## src/uart_rx_pkg.sv

```systemverilog
package uart_rx_pkg;

  // Baud timing in system clocks, 115200 baud at 12 MHz
  localparam int bit_period  = 104;  // Clocks per serial bit
  localparam int half_period = 52;   // Restart to first tick, lands mid start bit

  // Plain vector types
  typedef logic [6:0] baud_cnt_t;  // Divider count, holds up to bit_period-1
  typedef logic [7:0] byte_t;      // One data byte
  typedef logic [7:0] char_cnt_t;  // Good character count, wraps
  typedef logic [3:0] bit_idx_t;   // Slot index 0..9 inside a frame

  // Kind of bit slot a tick falls in
  typedef enum logic [1:0] {
    slot_none,   // No tick this clock
    slot_start,  // Slot 0, start bit centre
    slot_data,   // Slots 1..8, data bits LSB first
    slot_stop    // Slot 9, stop bit centre
  } slot_e;

  // Per-cycle timing word from the sequencer
  typedef struct packed {
    logic  tick;  // Sample the line now
    slot_e kind;
  } rx_slot_t;

  // Receiver FSM states
  typedef enum logic [1:0] {
    st_idle,     // Divider held, waiting for a start edge
    st_receive,  // Walking through the ten slots
    st_finish    // One clock, frame done
  } rx_state_e;

  typedef enum logic [1:0] {
    frm_ok,     // Stop bit high
    frm_error,  // Stop bit low with some data
    frm_break   // Line held low for the whole frame
  } frame_status_e;

  // Result word handed to the consumer
  typedef struct packed {
    byte_t         data;
    frame_status_e status;
  } rx_result_t;

endpackage
```

## src/uart_rx.sv

```systemverilog
`timescale 1ns/1ns

module uart_rx (
  input  logic                    clk,
  input  logic                    rstn,
  input  logic                    rx,          // Asynchronous serial line
  output uart_rx_pkg::rx_result_t result,      // Byte and frame status
  output logic                    valid,       // Result strobe
  output uart_rx_pkg::char_cnt_t  char_count   // Good characters received
);

  import uart_rx_pkg::*;

  logic          rx_meta;  // First synchronizer stage
  logic          rx_sync;  // Line as seen by the receiver
  logic          tick;
  logic          restart;
  logic          done;
  rx_slot_t      slot;
  byte_t         data;
  frame_status_e status;

  // Two flop synchronizer, idles high like the line
  always_ff @(posedge clk) begin
    if (!rstn) begin
      rx_meta <= 1'b1;
      rx_sync <= 1'b1;
    end else begin
      rx_meta <= rx;
      rx_sync <= rx_meta;
    end
  end

  baud_gen baud_gen_inst (
    .clk     (clk),
    .rstn    (rstn),
    .restart (restart),
    .tick    (tick)
  );

  rx_sequencer rx_sequencer_inst (
    .clk     (clk),
    .rstn    (rstn),
    .rx      (rx_sync),
    .tick    (tick),
    .restart (restart),
    .slot    (slot),
    .done    (done)
  );

  // Shifter and checker run side by side on the same slots
  data_shifter data_shifter_inst (
    .clk  (clk),
    .rstn (rstn),
    .rx   (rx_sync),
    .slot (slot),
    .data (data)
  );

  frame_checker frame_checker_inst (
    .clk    (clk),
    .rstn   (rstn),
    .rx     (rx_sync),
    .slot   (slot),
    .status (status)
  );

  rx_combiner rx_combiner_inst (
    .clk        (clk),
    .rstn       (rstn),
    .done       (done),
    .data       (data),
    .status     (status),
    .result     (result),
    .valid      (valid),
    .char_count (char_count)
  );

endmodule

```

## src/rx_combiner.sv

```systemverilog
`timescale 1ns/1ns

module rx_combiner (
  input  logic                       clk,
  input  logic                       rstn,
  input  logic                       done,        // Frame complete from the sequencer
  input  uart_rx_pkg::byte_t         data,        // Assembled byte
  input  uart_rx_pkg::frame_status_e status,      // Frame verdict
  output uart_rx_pkg::rx_result_t    result,
  output logic                       valid,       // One clock strobe, no handshake
  output uart_rx_pkg::char_cnt_t     char_count   // Good characters only
);

  import uart_rx_pkg::*;

  logic good;  // This frame counts

  assign good = done && (status == frm_ok);

  // Result register, loaded once per frame
  always_ff @(posedge clk) begin
    if (!rstn) begin
      result.data   <= '1;      // Idle line value
      result.status <= frm_ok;
    end else if (done) begin
      result.data   <= data;
      result.status <= status;
    end
  end

  // Strobe lines up with the freshly loaded result
  always_ff @(posedge clk) begin
    if (!rstn)
      valid <= 1'b0;
    else
      valid <= done;
  end

  // Debug style character counter, wraps silently
  always_ff @(posedge clk) begin
    if (!rstn)
      char_count <= '0;
    else if (good)
      char_count <= char_count + 1'b1;
  end

endmodule

```

## src/frame_checker.sv

```systemverilog
`timescale 1ns/1ns

module frame_checker (
  input  logic                        clk,
  input  logic                        rstn,
  input  logic                        rx,      // Synchronized serial line
  input  uart_rx_pkg::rx_slot_t       slot,    // Tagged tick from the sequencer
  output uart_rx_pkg::frame_status_e  status   // Held until the next stop tick
);

  import uart_rx_pkg::*;

  logic seen_one;  // Some data bit was high in this frame
  logic start_tick;
  logic data_tick;
  logic stop_tick;

  assign start_tick = slot.tick && (slot.kind == slot_start);
  assign data_tick  = slot.tick && (slot.kind == slot_data);
  assign stop_tick  = slot.tick && (slot.kind == slot_stop);

  // Sticky flag over the data slots
  always_ff @(posedge clk) begin
    if (!rstn)
      seen_one <= 1'b0;
    else if (start_tick)
      seen_one <= 1'b0;       // New frame
    else if (data_tick && rx)
      seen_one <= 1'b1;
  end

  // Judge the frame at the stop bit centre
  always_ff @(posedge clk) begin
    if (!rstn) begin
      status <= frm_ok;
    end else if (stop_tick) begin
      if (rx)
        status <= frm_ok;       // Proper stop bit
      else if (!seen_one)
        status <= frm_break;    // Low from start to stop
      else
        status <= frm_error;    // Missing stop bit
    end
  end

endmodule

```

## src/data_shifter.sv

```systemverilog
`timescale 1ns/1ns

module data_shifter (
  input  logic                  clk,
  input  logic                  rstn,
  input  logic                  rx,    // Synchronized serial line
  input  uart_rx_pkg::rx_slot_t slot,  // Tagged tick from the sequencer
  output uart_rx_pkg::byte_t    data   // First received bit ends in bit 0
);

  import uart_rx_pkg::*;

  logic data_tick;  // Centre of a data bit

  assign data_tick = slot.tick && (slot.kind == slot_data);

  // Right shift, new bit enters at the MSB
  always_ff @(posedge clk) begin
    if (!rstn)
      data <= '1;                // Idle line value
    else if (data_tick)
      data <= {rx, data[7:1]};
  end

endmodule

```

## src/rx_sequencer.sv

```systemverilog
`timescale 1ns/1ns

module rx_sequencer (
  input  logic                  clk,
  input  logic                  rstn,
  input  logic                  rx,       // Synchronized serial line
  input  logic                  tick,     // Bit centre pulse from the divider
  output logic                  restart,  // Holds the divider while not receiving
  output uart_rx_pkg::rx_slot_t slot,     // Tagged tick to shifter and checker
  output logic                  done      // Frame complete, one clock
);

  import uart_rx_pkg::*;

  rx_state_e state;
  bit_idx_t  idx;     // Current slot, 0 start .. 9 stop
  logic      false_start;
  slot_e     kind;

  // Start bit gone high again at its centre means a glitch
  assign false_start = (idx == 4'd0) && rx;

  // Slot kind from the index
  always_comb begin
    if (idx == 4'd0)
      kind = slot_start;
    else if (idx <= 4'd8)
      kind = slot_data;
    else
      kind = slot_stop;
  end

  always_comb begin
    slot.tick = 1'b0;
    slot.kind = slot_none;
    if (state == st_receive && tick && !false_start) begin
      slot.tick = 1'b1;
      slot.kind = kind;
    end
  end

  assign restart = (state != st_receive);  // Divider runs only while receiving
  assign done    = (state == st_finish);

  always_ff @(posedge clk) begin
    if (!rstn) begin
      state <= st_idle;
      idx   <= '0;
    end else begin
      case (state)
        st_idle: begin
          idx <= '0;
          if (!rx)
            state <= st_receive;  // Falling edge of the start bit
        end
        st_receive: begin
          if (tick) begin
            if (false_start)
              state <= st_idle;   // Glitch, drop it silently
            else if (idx == 4'd9)
              state <= st_finish;  // Stop bit sampled
            else
              idx <= idx + 1'b1;
          end
        end
        st_finish: begin
          state <= st_idle;  // Rest of the stop bit is spent in idle
        end
        default: begin
          state <= st_idle;
        end
      endcase
    end
  end

endmodule

```

## src/baud_gen.sv

```systemverilog
`timescale 1ns/1ns

module baud_gen (
  input  logic clk,
  input  logic rstn,
  input  logic restart,  // Level, holds the divider at zero
  output logic tick      // One clock pulse at each bit centre
);

  import uart_rx_pkg::*;

  baud_cnt_t cnt;
  logic      first;  // Still timing the half period after restart
  logic      at_end;

  // First period is only half a bit, so ticks sit at bit centres
  always_comb begin
    if (first)
      at_end = (cnt == baud_cnt_t'(half_period - 1));
    else
      at_end = (cnt == baud_cnt_t'(bit_period - 1));
  end

  always_ff @(posedge clk) begin
    if (!rstn) begin
      cnt   <= '0;
      first <= 1'b1;
      tick  <= 1'b0;
    end else if (restart) begin
      cnt   <= '0;     // Held at zero while idle
      first <= 1'b1;   // Rearm the half period
      tick  <= 1'b0;
    end else if (at_end) begin
      cnt   <= '0;     // Wrap
      first <= 1'b0;   // Full bit periods from here on
      tick  <= 1'b1;
    end else begin
      cnt  <= cnt + 1'b1;
      tick <= 1'b0;
    end
  end

endmodule

```

## config.mk

```make
export PLATFORM = sky130hd
export DESIGN_NAME = uart_rx
export DESIGN_NICKNAME = d
export VERILOG_FILES = /design/src/uart_rx_pkg.sv /design/src/uart_rx.sv /design/src/rx_combiner.sv /design/src/frame_checker.sv /design/src/data_shifter.sv /design/src/rx_sequencer.sv /design/src/baud_gen.sv
export SDC_FILE = /design/constraint.sdc
export NUM_CORES = 1
export LEC_CHECK = 0
export CORE_MARGIN = 1
export CORE_UTILIZATION = 30
export CTS_BUF_LIST = sky130_fd_sc_hd__clkbuf_4 sky130_fd_sc_hd__clkbuf_8 sky130_fd_sc_hd__clkbuf_16
export CTS_CLUSTER_DIAMETER = 150
export DETAILED_ROUTE_END_ITERATION = 10
export DONT_BUFFER_PORTS = 1
export SKIP_LAST_GASP = 1
export SYNTH_ARGS = -nofsm -noshare
export SYNTH_HDL_FRONTEND = slang
export SYNTH_SLANG_ARGS = --single-unit
```

## constraint.sdc

```tcl
create_clock -name clk -period 1.7 [get_ports clk]
set_input_delay 0.17 -clock clk [delete_from_list [all_inputs] [get_ports clk]]
set_output_delay 0.17 -clock clk [all_outputs]
set_load 0.02 [all_outputs]
```

After elaboration in Yosys (flattened, before gate mapping) --
Cells that the tools add are included.
Storage, ports and cells: register bits 47, input port bits 3, output and inout bits 19
Cells by class: add/sub/neg operators 3, magnitude comparators 1, eq/ne operators 14, muxes and demuxes 16, bitwise gates (word level) 1, reduce and logical (&&, ||, !) cells 18
Operators with widths (count):
- 2-to-1 mux 2 bit | 7
- 2-to-1 mux 4 bit | 3
- adder 8 x 1 -> 8 bit (second input constant) | 1
- logical AND 1 bit | 8
- inequality test 2 bit (second input constant) | 4
- one-hot mux 4 bit (2 select lines) | 1
- adder 7 x 1 -> 7 bit (second input constant) | 1
- == test 7 x 6 -> 1 bit (second input constant) | 1
- == test 7 bit (second input constant) | 1
- == test 2 bit (second input constant) | 3
- adder 4 x 1 -> 4 bit (second input constant) | 1
- == test 2 x 1 -> 1 bit (second input constant) | 2
- == test 4 bit (second input constant) | 1
- <= comparator 4 bit (second input constant) | 1
- logical NOT 2 bit | 2
- logical NOT 4 bit | 1
- one-hot mux 2 bit (2 select lines) | 1
- AND reduction 4 bit | 1
- OR reduction 2 bit | 2
- 2-to-1 mux 1 bit | 3
- 2-to-1 mux 3 bit | 1
- inequality test 3 x 2 -> 1 bit (second input constant) | 1
- AND reduction 3 bit | 1
- OR reduction 3 bit | 1
- other kinds (4) | 4

Longest topological paths before layout --
Gate-level depths: netlist of the first run.
depth after elaboration 8, gate-level depth with buffers 6

By module --
Synthesis of the first run repeated with hierarchy kept, for this count alone.
Unflattened totals: cell total of the unflattened synthesis 212, area, all modules 2149.6 um2
Modules (own cells, without submodules):
- rx_combiner | times used 1, cells each 75, area an instance 760.7 um2
- rx_sequencer | times used 1, cells each 53, area an instance 480.5 um2
- baud_gen | times used 1, cells each 37, area an instance 396.6 um2
- data_shifter | times used 1, cells each 28, area an instance 317.8 um2
- frame_checker | times used 1, cells each 15, area an instance 141.4 um2
- uart_rx | times used 1, cells each 4, area an instance 52.6 um2

Least setup slack after synthesis of the first run --
No wires, ideal clock.
kind reg-to-reg, from register rx_sequencer_inst.idx[0], to register frame_checker_inst.status[0], setup time 0.070 ns, arrival 1.328 ns, data required time 1.630 ns, slack 0.301 ns, cell stages (with the launch flop) 7, buffers on the path 0, cell sequence dfxtp_1 inv_1 ha_1 nand2b_1 nand3_1 or3b_1 a21oi_1
On the way: word-level cells in the longest chain between the ends 7
RTL lines:
- start: declaration | line rx_sequencer.sv:16 | bit_idx_t idx;
- start signal: assignment | line rx_sequencer.sv:63 | idx <= idx + 1'b1;
- branches (longest 4 deep; another with <= comparator 4 bit)
- 2-to-1 mux 3 bit * | line rx_sequencer.sv:36 | if (state == st_receive && tick && !false_start) begin
- == test 2 bit | line frame_checker.sv:20 | assign stop_tick = slot.tick && (slot.kind == slot_stop);
- logical AND 1 bit * | line frame_checker.sv:20
- end signal: assignment | line frame_checker.sv:35 | status <= frm_ok;
- end signal: assignment | line frame_checker.sv:38 | status <= frm_ok;
- end signal: assignment | line frame_checker.sv:40 | status <= frm_break;
- end: declaration | line frame_checker.sv:8 | output uart_rx_pkg::frame_status_e status
Mark *: on every way between the ends. A chain may end at the register's enable or synchronous reset.

Worst setup path after layout of the first run --
Same ends and word-level chain as after synthesis.

==> impl_results.md, run 1 <==
* Crit path capture type: flip-flop
* CP Buf/Inv Count at 1
* Starting Density at 31.9%
* Die footprint at 0.00677 mm^2
* Slowest CP cell: dfxtp_1
* Clock Sinks at 47
* Routability cong. at 0.728
* Final Max Tran Viols at 0
* Mapped Area at 0.00193 mm^2
* Top FF cell, synth: dfxtp_1
* Clock Latency Late Sink at 300 ps
* Die Y at 82.3 um
* ANT cells at 0
* Sequential fraction of the synthesis area at 48.6%
* Tmin final at 1540 ps
* Nets@finish at 226
* Hold Vio Cnt, Final at 0
* Avg Inst Size Synth at 9.08 um^2
* Die X at 82.3 um
* Syn nets at 221
* Post-synthesis cell type count at 40
* CP Launch Type: flip-flop
* Synth area leaders: dfxtp_1 49%, nor2_1 6.2%, nand2_1 6.0%, mux2i_1 4.7%, nand3_1 3.6%
* Area grow syn2layout at 11.7%
* Worst relative slew slack at 71.3%
* Share of cells above drive strength 1 at 7.76%
* I/O pins at 22
* Yosys reg bits at 47
* Core ar. at 0.00606 mm^2
* Post-Layout Cell Count at 294
* Syn. warnings at 0
* CTS tree: yes
* Max-Cap Viols at 0
* Post-DR vias/cell at 4.81
* WS Path Type: reg -> reg
* Overall routed net length at 3460 um
* Gr usage total at 11.7%
* CTS root buf: clkbuf_8
* Post-DRT Antenna Nets at 0
* Worst min-delay path category: in -> reg
* DRC Markers at 0
* Pwr/cell area at 915 mW/mm^2
* Asr flop ratio synth at 0%
* Post-CTS setup buffer count at 0
* DP Cell Count at 284
* Worst IR Drop VDD at 0.454 mV
* Final worst slack at 160 ps
* Cells after Synth at 213
* Clk buf depth at 2
* CP delay by family, top: simple AND/OR/NAND/NOR gates
* Pre-Repair DR Iteration Count at 4
* Number of global-route vias before repair at 1306
* Final setup viols at 0
* Setup_tns at 0 ps
* Period utilization at 90.6%
* P_leak at 0.834 nW
* Number of flops mapped to enable cells by yosys at 0
* Least-Margin Pin Slew at 429 ps
* Gr ovfl total at 0
* Clock Skew at 9.46 ps
* Run status: finished, final reports clean
* PortBufs at 0
* Max Freq at 0.649 GHz
* Area share of the largest cell type after synthesis at 48.6%
* H-tree levels at 2
* Largest net degree at the start of global routing at 17
* Commonest non-fill, non-tap cell in the layout: dfxtp_1
* CP peak stage delay at 430 ps
* First-pass GRT wire length at 5980 um
* Starting DRT DRC Count at 68
* Initial antenna violation count at 0
* CP required at 1940 ps
* Dpl hpwl at 2420 um
* CTS Buf Count at 5
* CP Max Fanout at 6
* Area leader, netlist: dfxtp_1
* Reg clk slew, reported paths at 90 ps
* Most frequent cells in the layout: 47 x dfxtp_1, 32 x nor2_1, 31 x nand2_1, 13 x nand3_1, 9 x mux2i_1
* Via count at 1415
* Pwr Total at 0.00198 W
* WL per Instance at 11.8 um
* Rows at 28
* Critical Path, Cell by Cell: inv_1 > ha_1 > nand2b_1 > nand3_1 > or3b_1 > a21oi_1
* Pre-CTS setup slack at 197 ps
* RSZ-0062 raised after global routing: false
* Crit path arrival time at 1780 ps
-- per-stage QoR --
step	hold WS (ps)	util [%]	area (um^2)
floorplan	243	-	1930
global placement	249	33.3	2020
detailed placement	249	33.3	2020
CTS	24.0	35.5	2150
global route	24.6	35.7	2160
finish	29.3	35.7	2160
-- per-layer routing --
metal / GRT usage [%] / routed length (um) / vias up
met2: 17.7 / 1520 / 17
met4: 4.74 / 67 / 0
met3: 3.85 / 111 / 7
met5: 0 / 0 / -
li1: - / - / 730
met1: 15.3 / 1770 / 661
-- sequential cells by signal, summed over array words and instances, names as in the netlist --
signal / count
baud_gen_inst.first: 1
frame_checker_inst.status: 2
baud_gen_inst.cnt: 7
rx_combiner_inst.valid: 1
baud_gen_inst.tick: 1
rx_combiner_inst.char_count: 8
data_shifter_inst.data: 8
rx_sync: 1
rx_meta: 1
rx_combiner_inst.result: 10
frame_checker_inst.seen_one: 1
rx_sequencer_inst.idx: 4
rx_sequencer_inst.state: 2
-- synthesized netlist by cell type (2+ instances only) --
master / count
xnor2_1: 5
a21oi_1: 6
xor2_1: 7
and3b_1: 2
nor2_1: 32
nand3b_1: 3
nand4_1: 4
inv_1: 4
nand2b_1: 5
clkbuf_1: 4
and2b_1: 2
a211oi_1: 2
nor3_1: 2
nand2_1: 31
nor3b_1: 2
nand3_1: 14
dfxtp_1: 47
o21ai_0: 2
and2_1: 2
and3_1: 3
mux2i_1: 9
nor2b_1: 2
a21o_1: 2
ha_1: 5
-- worst paths after layout --
| check | cells after the start | start | end | slack [ps] |
|---|---|---|---|---|
| max reg2reg | 6 | rx_sequencer_inst.idx[0]$_SDFFE_PN0P_ | frame_checker_inst.status[0]$_SDFFE_PN0P_ | 160 |
| min | 2 | rstn | rx_sequencer_inst.idx[0]$_SDFFE_PN0P_ | 30 |
| min reg2reg | 1 | rx_meta$_SDFF_PN1_ | rx_sync$_SDFF_PN1_ | 430 |
| max | 6 | rx_sequencer_inst.idx[0]$_SDFFE_PN0P_ | frame_checker_inst.status[0]$_SDFFE_PN0P_ | 160 |
-- layout make-up --
class	instances	area, um^2
inverters	5	18.8
clock buffers	5	68.8
clock inverters	3	46.3
multi-input cells	154	950
fillers	647	3900
flip-flops and latches	47	941
repair buffers	5	42.5
well taps	75	93.8
-- logic make-up after synthesis --
family                   synth area share, %
multiplexers                            4.66
XOR/XNOR                                5.43
AND/OR/NAND/NOR                         28.7
AO/OA/AOI/OAI                           6.60
buffers and inverters                   2.78
flip-flops                              48.6
adder cells (fa/ha/maj)                 3.23
-- report_power, final --
| group | total (W) | internal, W | switching [W] |
|---|---|---|---|
| Combinational | 0.0000385 | 0.0000154 | 0.0000232 |
| Clock | 0.000828 | 0.000443 | 0.000385 |
| Sequential | 0.00111 | 0.00110 | 0.00000611 |
| Total | 0.00198 | 0.00156 | 0.000414 |
-- worst register-to-register path: cells and delay by family, from the launching register on --
kind	cells	cell delay, ps
buffers and inverters	1	70
AO/OA/AOI/OAI	1	140
flip-flops	1	430
adder cells (fa/ha/maj)	1	220
AND/OR/NAND/NOR	3	630
-- what timing repair did --
| item | 4_1_cts | 5_1_grt |
|---|---|---|
| endpoints found under the hold margin | 10 | 0 |
| resized for setup | 0 | 2 |
| hold buffers | 2 | 0 |
| setup endpoints to repair | 0 | 3 |
Power figures use the tool's default switching activity.
==> inputs of run 2 (changes only) <==
--- a/config.mk
+++ b/config.mk
@@ -5,12 +5,15 @@
 export SDC_FILE = /design/constraint.sdc
 export NUM_CORES = 1
 export LEC_CHECK = 0
+export CELL_PAD_IN_SITES_DETAIL_PLACEMENT = 1
+export CELL_PAD_IN_SITES_GLOBAL_PLACEMENT = 2
 export CORE_MARGIN = 1
 export CORE_UTILIZATION = 30
 export CTS_BUF_LIST = sky130_fd_sc_hd__clkbuf_4 sky130_fd_sc_hd__clkbuf_8 sky130_fd_sc_hd__clkbuf_16
 export CTS_CLUSTER_DIAMETER = 150
 export DETAILED_ROUTE_END_ITERATION = 10
 export DONT_BUFFER_PORTS = 1
+export PLACE_DENSITY_LB_ADDON = 0.1
 export SKIP_LAST_GASP = 1
 export SYNTH_ARGS = -nofsm -noshare
 export SYNTH_HDL_FRONTEND = slang
==> run 2 against run 1 <==
  * Core utilization is 0.54 points higher
  * Die area stayed put
  * Worst hold slack better by 4.5 ps
  * Cell area is 1.5% higher
  * Via count rose by 1.1%
  * Global-route usage is 2.0 points higher
  * Sequential share of layout area down 0.59 points
  * Register-to-register slack hardly changed
  * First-iteration DRC count shrank 47%
==> impl_results.md, run 2 (synthesis results as in run 1) <==
* Worst min-delay path category: in -> reg
* Die X at 82.3 um (unchanged)
* Max-Cap Viols at 0 (unchanged)
* Die Y at 82.3 um (unchanged)
* Reg-to-reg endpoint: frame_checker_inst.status[0]$_SDFFE_PN0P_
* Flip-flop count of the largest register after layout at 10 (unchanged)
* Final setup viols at 0 (unchanged)
* RSZ-0062 raised after global routing: false
* Clk buf depth at 2 (unchanged)
* Sw frac at 18.7% (-2.2 points)
* Post-DRT Antenna Nets at 0 (unchanged)
* Fill cells at 705 (+9.0%)
* Least-Margin Pin Slew at 441 ps (+12.2 ps)
* Max Freq at 0.648 GHz (-0.22%)
* Rows at 28 (unchanged)
* Cell-internal power at 0.00172 W (+10%)
* Worst IR Drop VDD at 0.467 mV (+2.9%)
* CP required at 1930 ps (about the same)
* Gr usage total at 13.8% (+2.0 points)
* Area grow syn2layout at 13.4%
* Initial antenna violation count at 0 (unchanged)
* Worst relative slew slack at 70.5% (-0.81 points)
* Starting DRT DRC Count at 36 (-47%)
* ANT cells at 0 (unchanged)
* Final Max Tran Viols at 0 (unchanged)
* Run status: finished, final reports clean
* Crit path capture type: flip-flop
* CP Max Fanout at 10 (+4)
* Share of cells above drive strength 1 at 8.60% (+0.83 points)
* Biggest regs: rx_combiner_inst.result: 10 flops, data_shifter_inst.data: 8 flops, rx_combiner_inst.char_count: 8 flops
* Worst R2R Setup Slack at 160 ps (about the same)
* Reg clk slew, reported paths at 90 ps (about the same)
* Clk pwr share at 45.8% (+3.9 points)
* WL per Instance at 13.9 um (+18%)
* I/O pins at 22 (unchanged)
* Clock Sinks at 47 (unchanged)
* Overall routed net length at 4100 um (+18%)
* P_leak at 0.860 nW (+3.1%)
* WS Path Type: reg -> reg
* Most frequent cells in the layout: 46 x dfxtp_1, 32 x nor2_1, 31 x nand2_1, 14 x nand3_1, 9 x mux2i_1
* Period utilization at 90.8% (+0.20 points)
* Crit path arrival time at 1770 ps (about the same)
* CP Launch Type: flip-flop
* Commonest non-fill, non-tap cell in the layout: dfxtp_1
* DRC Markers at 0 (unchanged)
* Die footprint at 0.00677 mm^2 (unchanged)
* Register share of total power at 52.5% (-3.7 points)
* Post-layout util at 36.2% (+0.54 points)
* Routability cong. at 0.710 (-2.4%)
* H-tree levels at 2 (unchanged)
* Pre-Repair DR Iteration Count at 3 (-1)
* Hold Vio Cnt, Final at 0 (unchanged)
* Tmin final at 1540 ps (+3.33 ps)
* Pwr Total at 0.00212 W (+7.1%)
* Number of global-route vias before repair at 1562 (+20%)
* Nets@finish at 228 (+0.88%)
* First-pass GRT wire length at 7070 um (+18%)
* Pwr/cell area at 965 mW/mm^2 (+5.5%)
* Clock Skew at 7.77 ps (-1.69 ps)
* Core ar. at 0.00606 mm^2 (unchanged)
* Starting Density at 31.9% (unchanged)
* Largest net degree at the start of global routing at 15 (-2)
* Via count at 1430 (+1.1%)
* Worst Setup EP: frame_checker_inst.status[0]$_SDFFE_PN0P_
* CTS Buf Count at 5 (unchanged)
* Worst R2R Start: rx_sequencer_inst.state[0]$_SDFFE_PN0P_
* Clock Latency Late Sink at 290 ps (about the same)
* Setup_tns at 0 ps (unchanged)
* Dpl hpwl at 3030 um (+25%)
* PortBufs at 0 (unchanged)
* Gr ovfl total at 0 (unchanged)
* CP Launch Point: rx_sequencer_inst.state[0]$_SDFFE_PN0P_
* CTS tree: yes
* Largest register by flop count: rx_combiner_inst.result
* Gate power share at 1.8% (about the same)
* R2R depth at 4 (-2)
* CTS root buf: clkbuf_8
* P_sw at 0.000396 W (-4.3%)
* Post-DR vias/cell at 4.83 (+0.38%)
run 2: layer usage:
layer	wire [um]	share of wire [%]	track usage (%)
met2	2040	50	25.5
met3	140	3.4	3.08
met1	1880	46	15.2
met5	0	0	0
met4	42	1.0	5.09
run 2: worst min-delay path by stage:
stage          slack [ps]                               endpoint  start  depth (start not counted)
6_report               30  rx_sequencer_inst.idx[0]$_SDFFE_PN0P_   rstn                          2
3_5_place_dp          250                     rx_meta$_SDFF_PN1_   rstn                          1
4_1_cts                30  rx_sequencer_inst.idx[0]$_SDFFE_PN0P_   rstn                          2
2_1_floorplan         240                     rx_meta$_SDFF_PN1_   rstn                          1
3_3_place_gp          250                     rx_sync$_SDFF_PN1_   rstn                          1
5_1_grt                40  rx_sequencer_inst.idx[0]$_SDFFE_PN0P_   rstn                          2
run 2: area by class of cell:
type	count	area, um^2	area share, %
inverters	5	18.8	0.856
well taps	75	93.8	4.28
flip-flops and latches	47	942	43.0
clock inverters	2	60.1	2.74
multi-input cells	154	945	43.1
clock buffers	6	76.3	3.48
repair buffers	7	57.6	2.62
run 2: power groups by stage:
stage          clock (W)  combinational [W]  sequential (W)
2_1_floorplan          0          0.0000303         0.00113
5_1_grt          0.00105          0.0000424         0.00111
3_5_place_dp           0          0.0000304         0.00114
4_1_cts          0.00100          0.0000382         0.00111
3_3_place_gp           0          0.0000298         0.00114
6_report        0.000969          0.0000377         0.00111
run 2: critical path, stage by stage (launching register included):
cell and delay (ps):
dfxtp_1 570, and3b_1 240, nand3_1 130, or3b_1 400, a21oi_1 140
run 2: what timing repair did:
item,4_1_cts,5_1_grt
endpoints found under the hold margin,10,0
setup endpoints to repair,0,8
hold buffers,2,0
gates resized for setup,0,2
setup buffers,0,1
run 2: per-stage QoR:
step           setup slack, ps  hold WS, ps  cells  cell area (um^2)
2_1_floorplan              301          243    213              1930
3_3_place_gp              92.6          248    285              2020
3_5_place_dp               102          249    285              2020
4_1_cts                   94.2         28.5    295              2180
5_1_grt                   12.6         35.1    296              2190
6_report                   156         33.8    296              2190
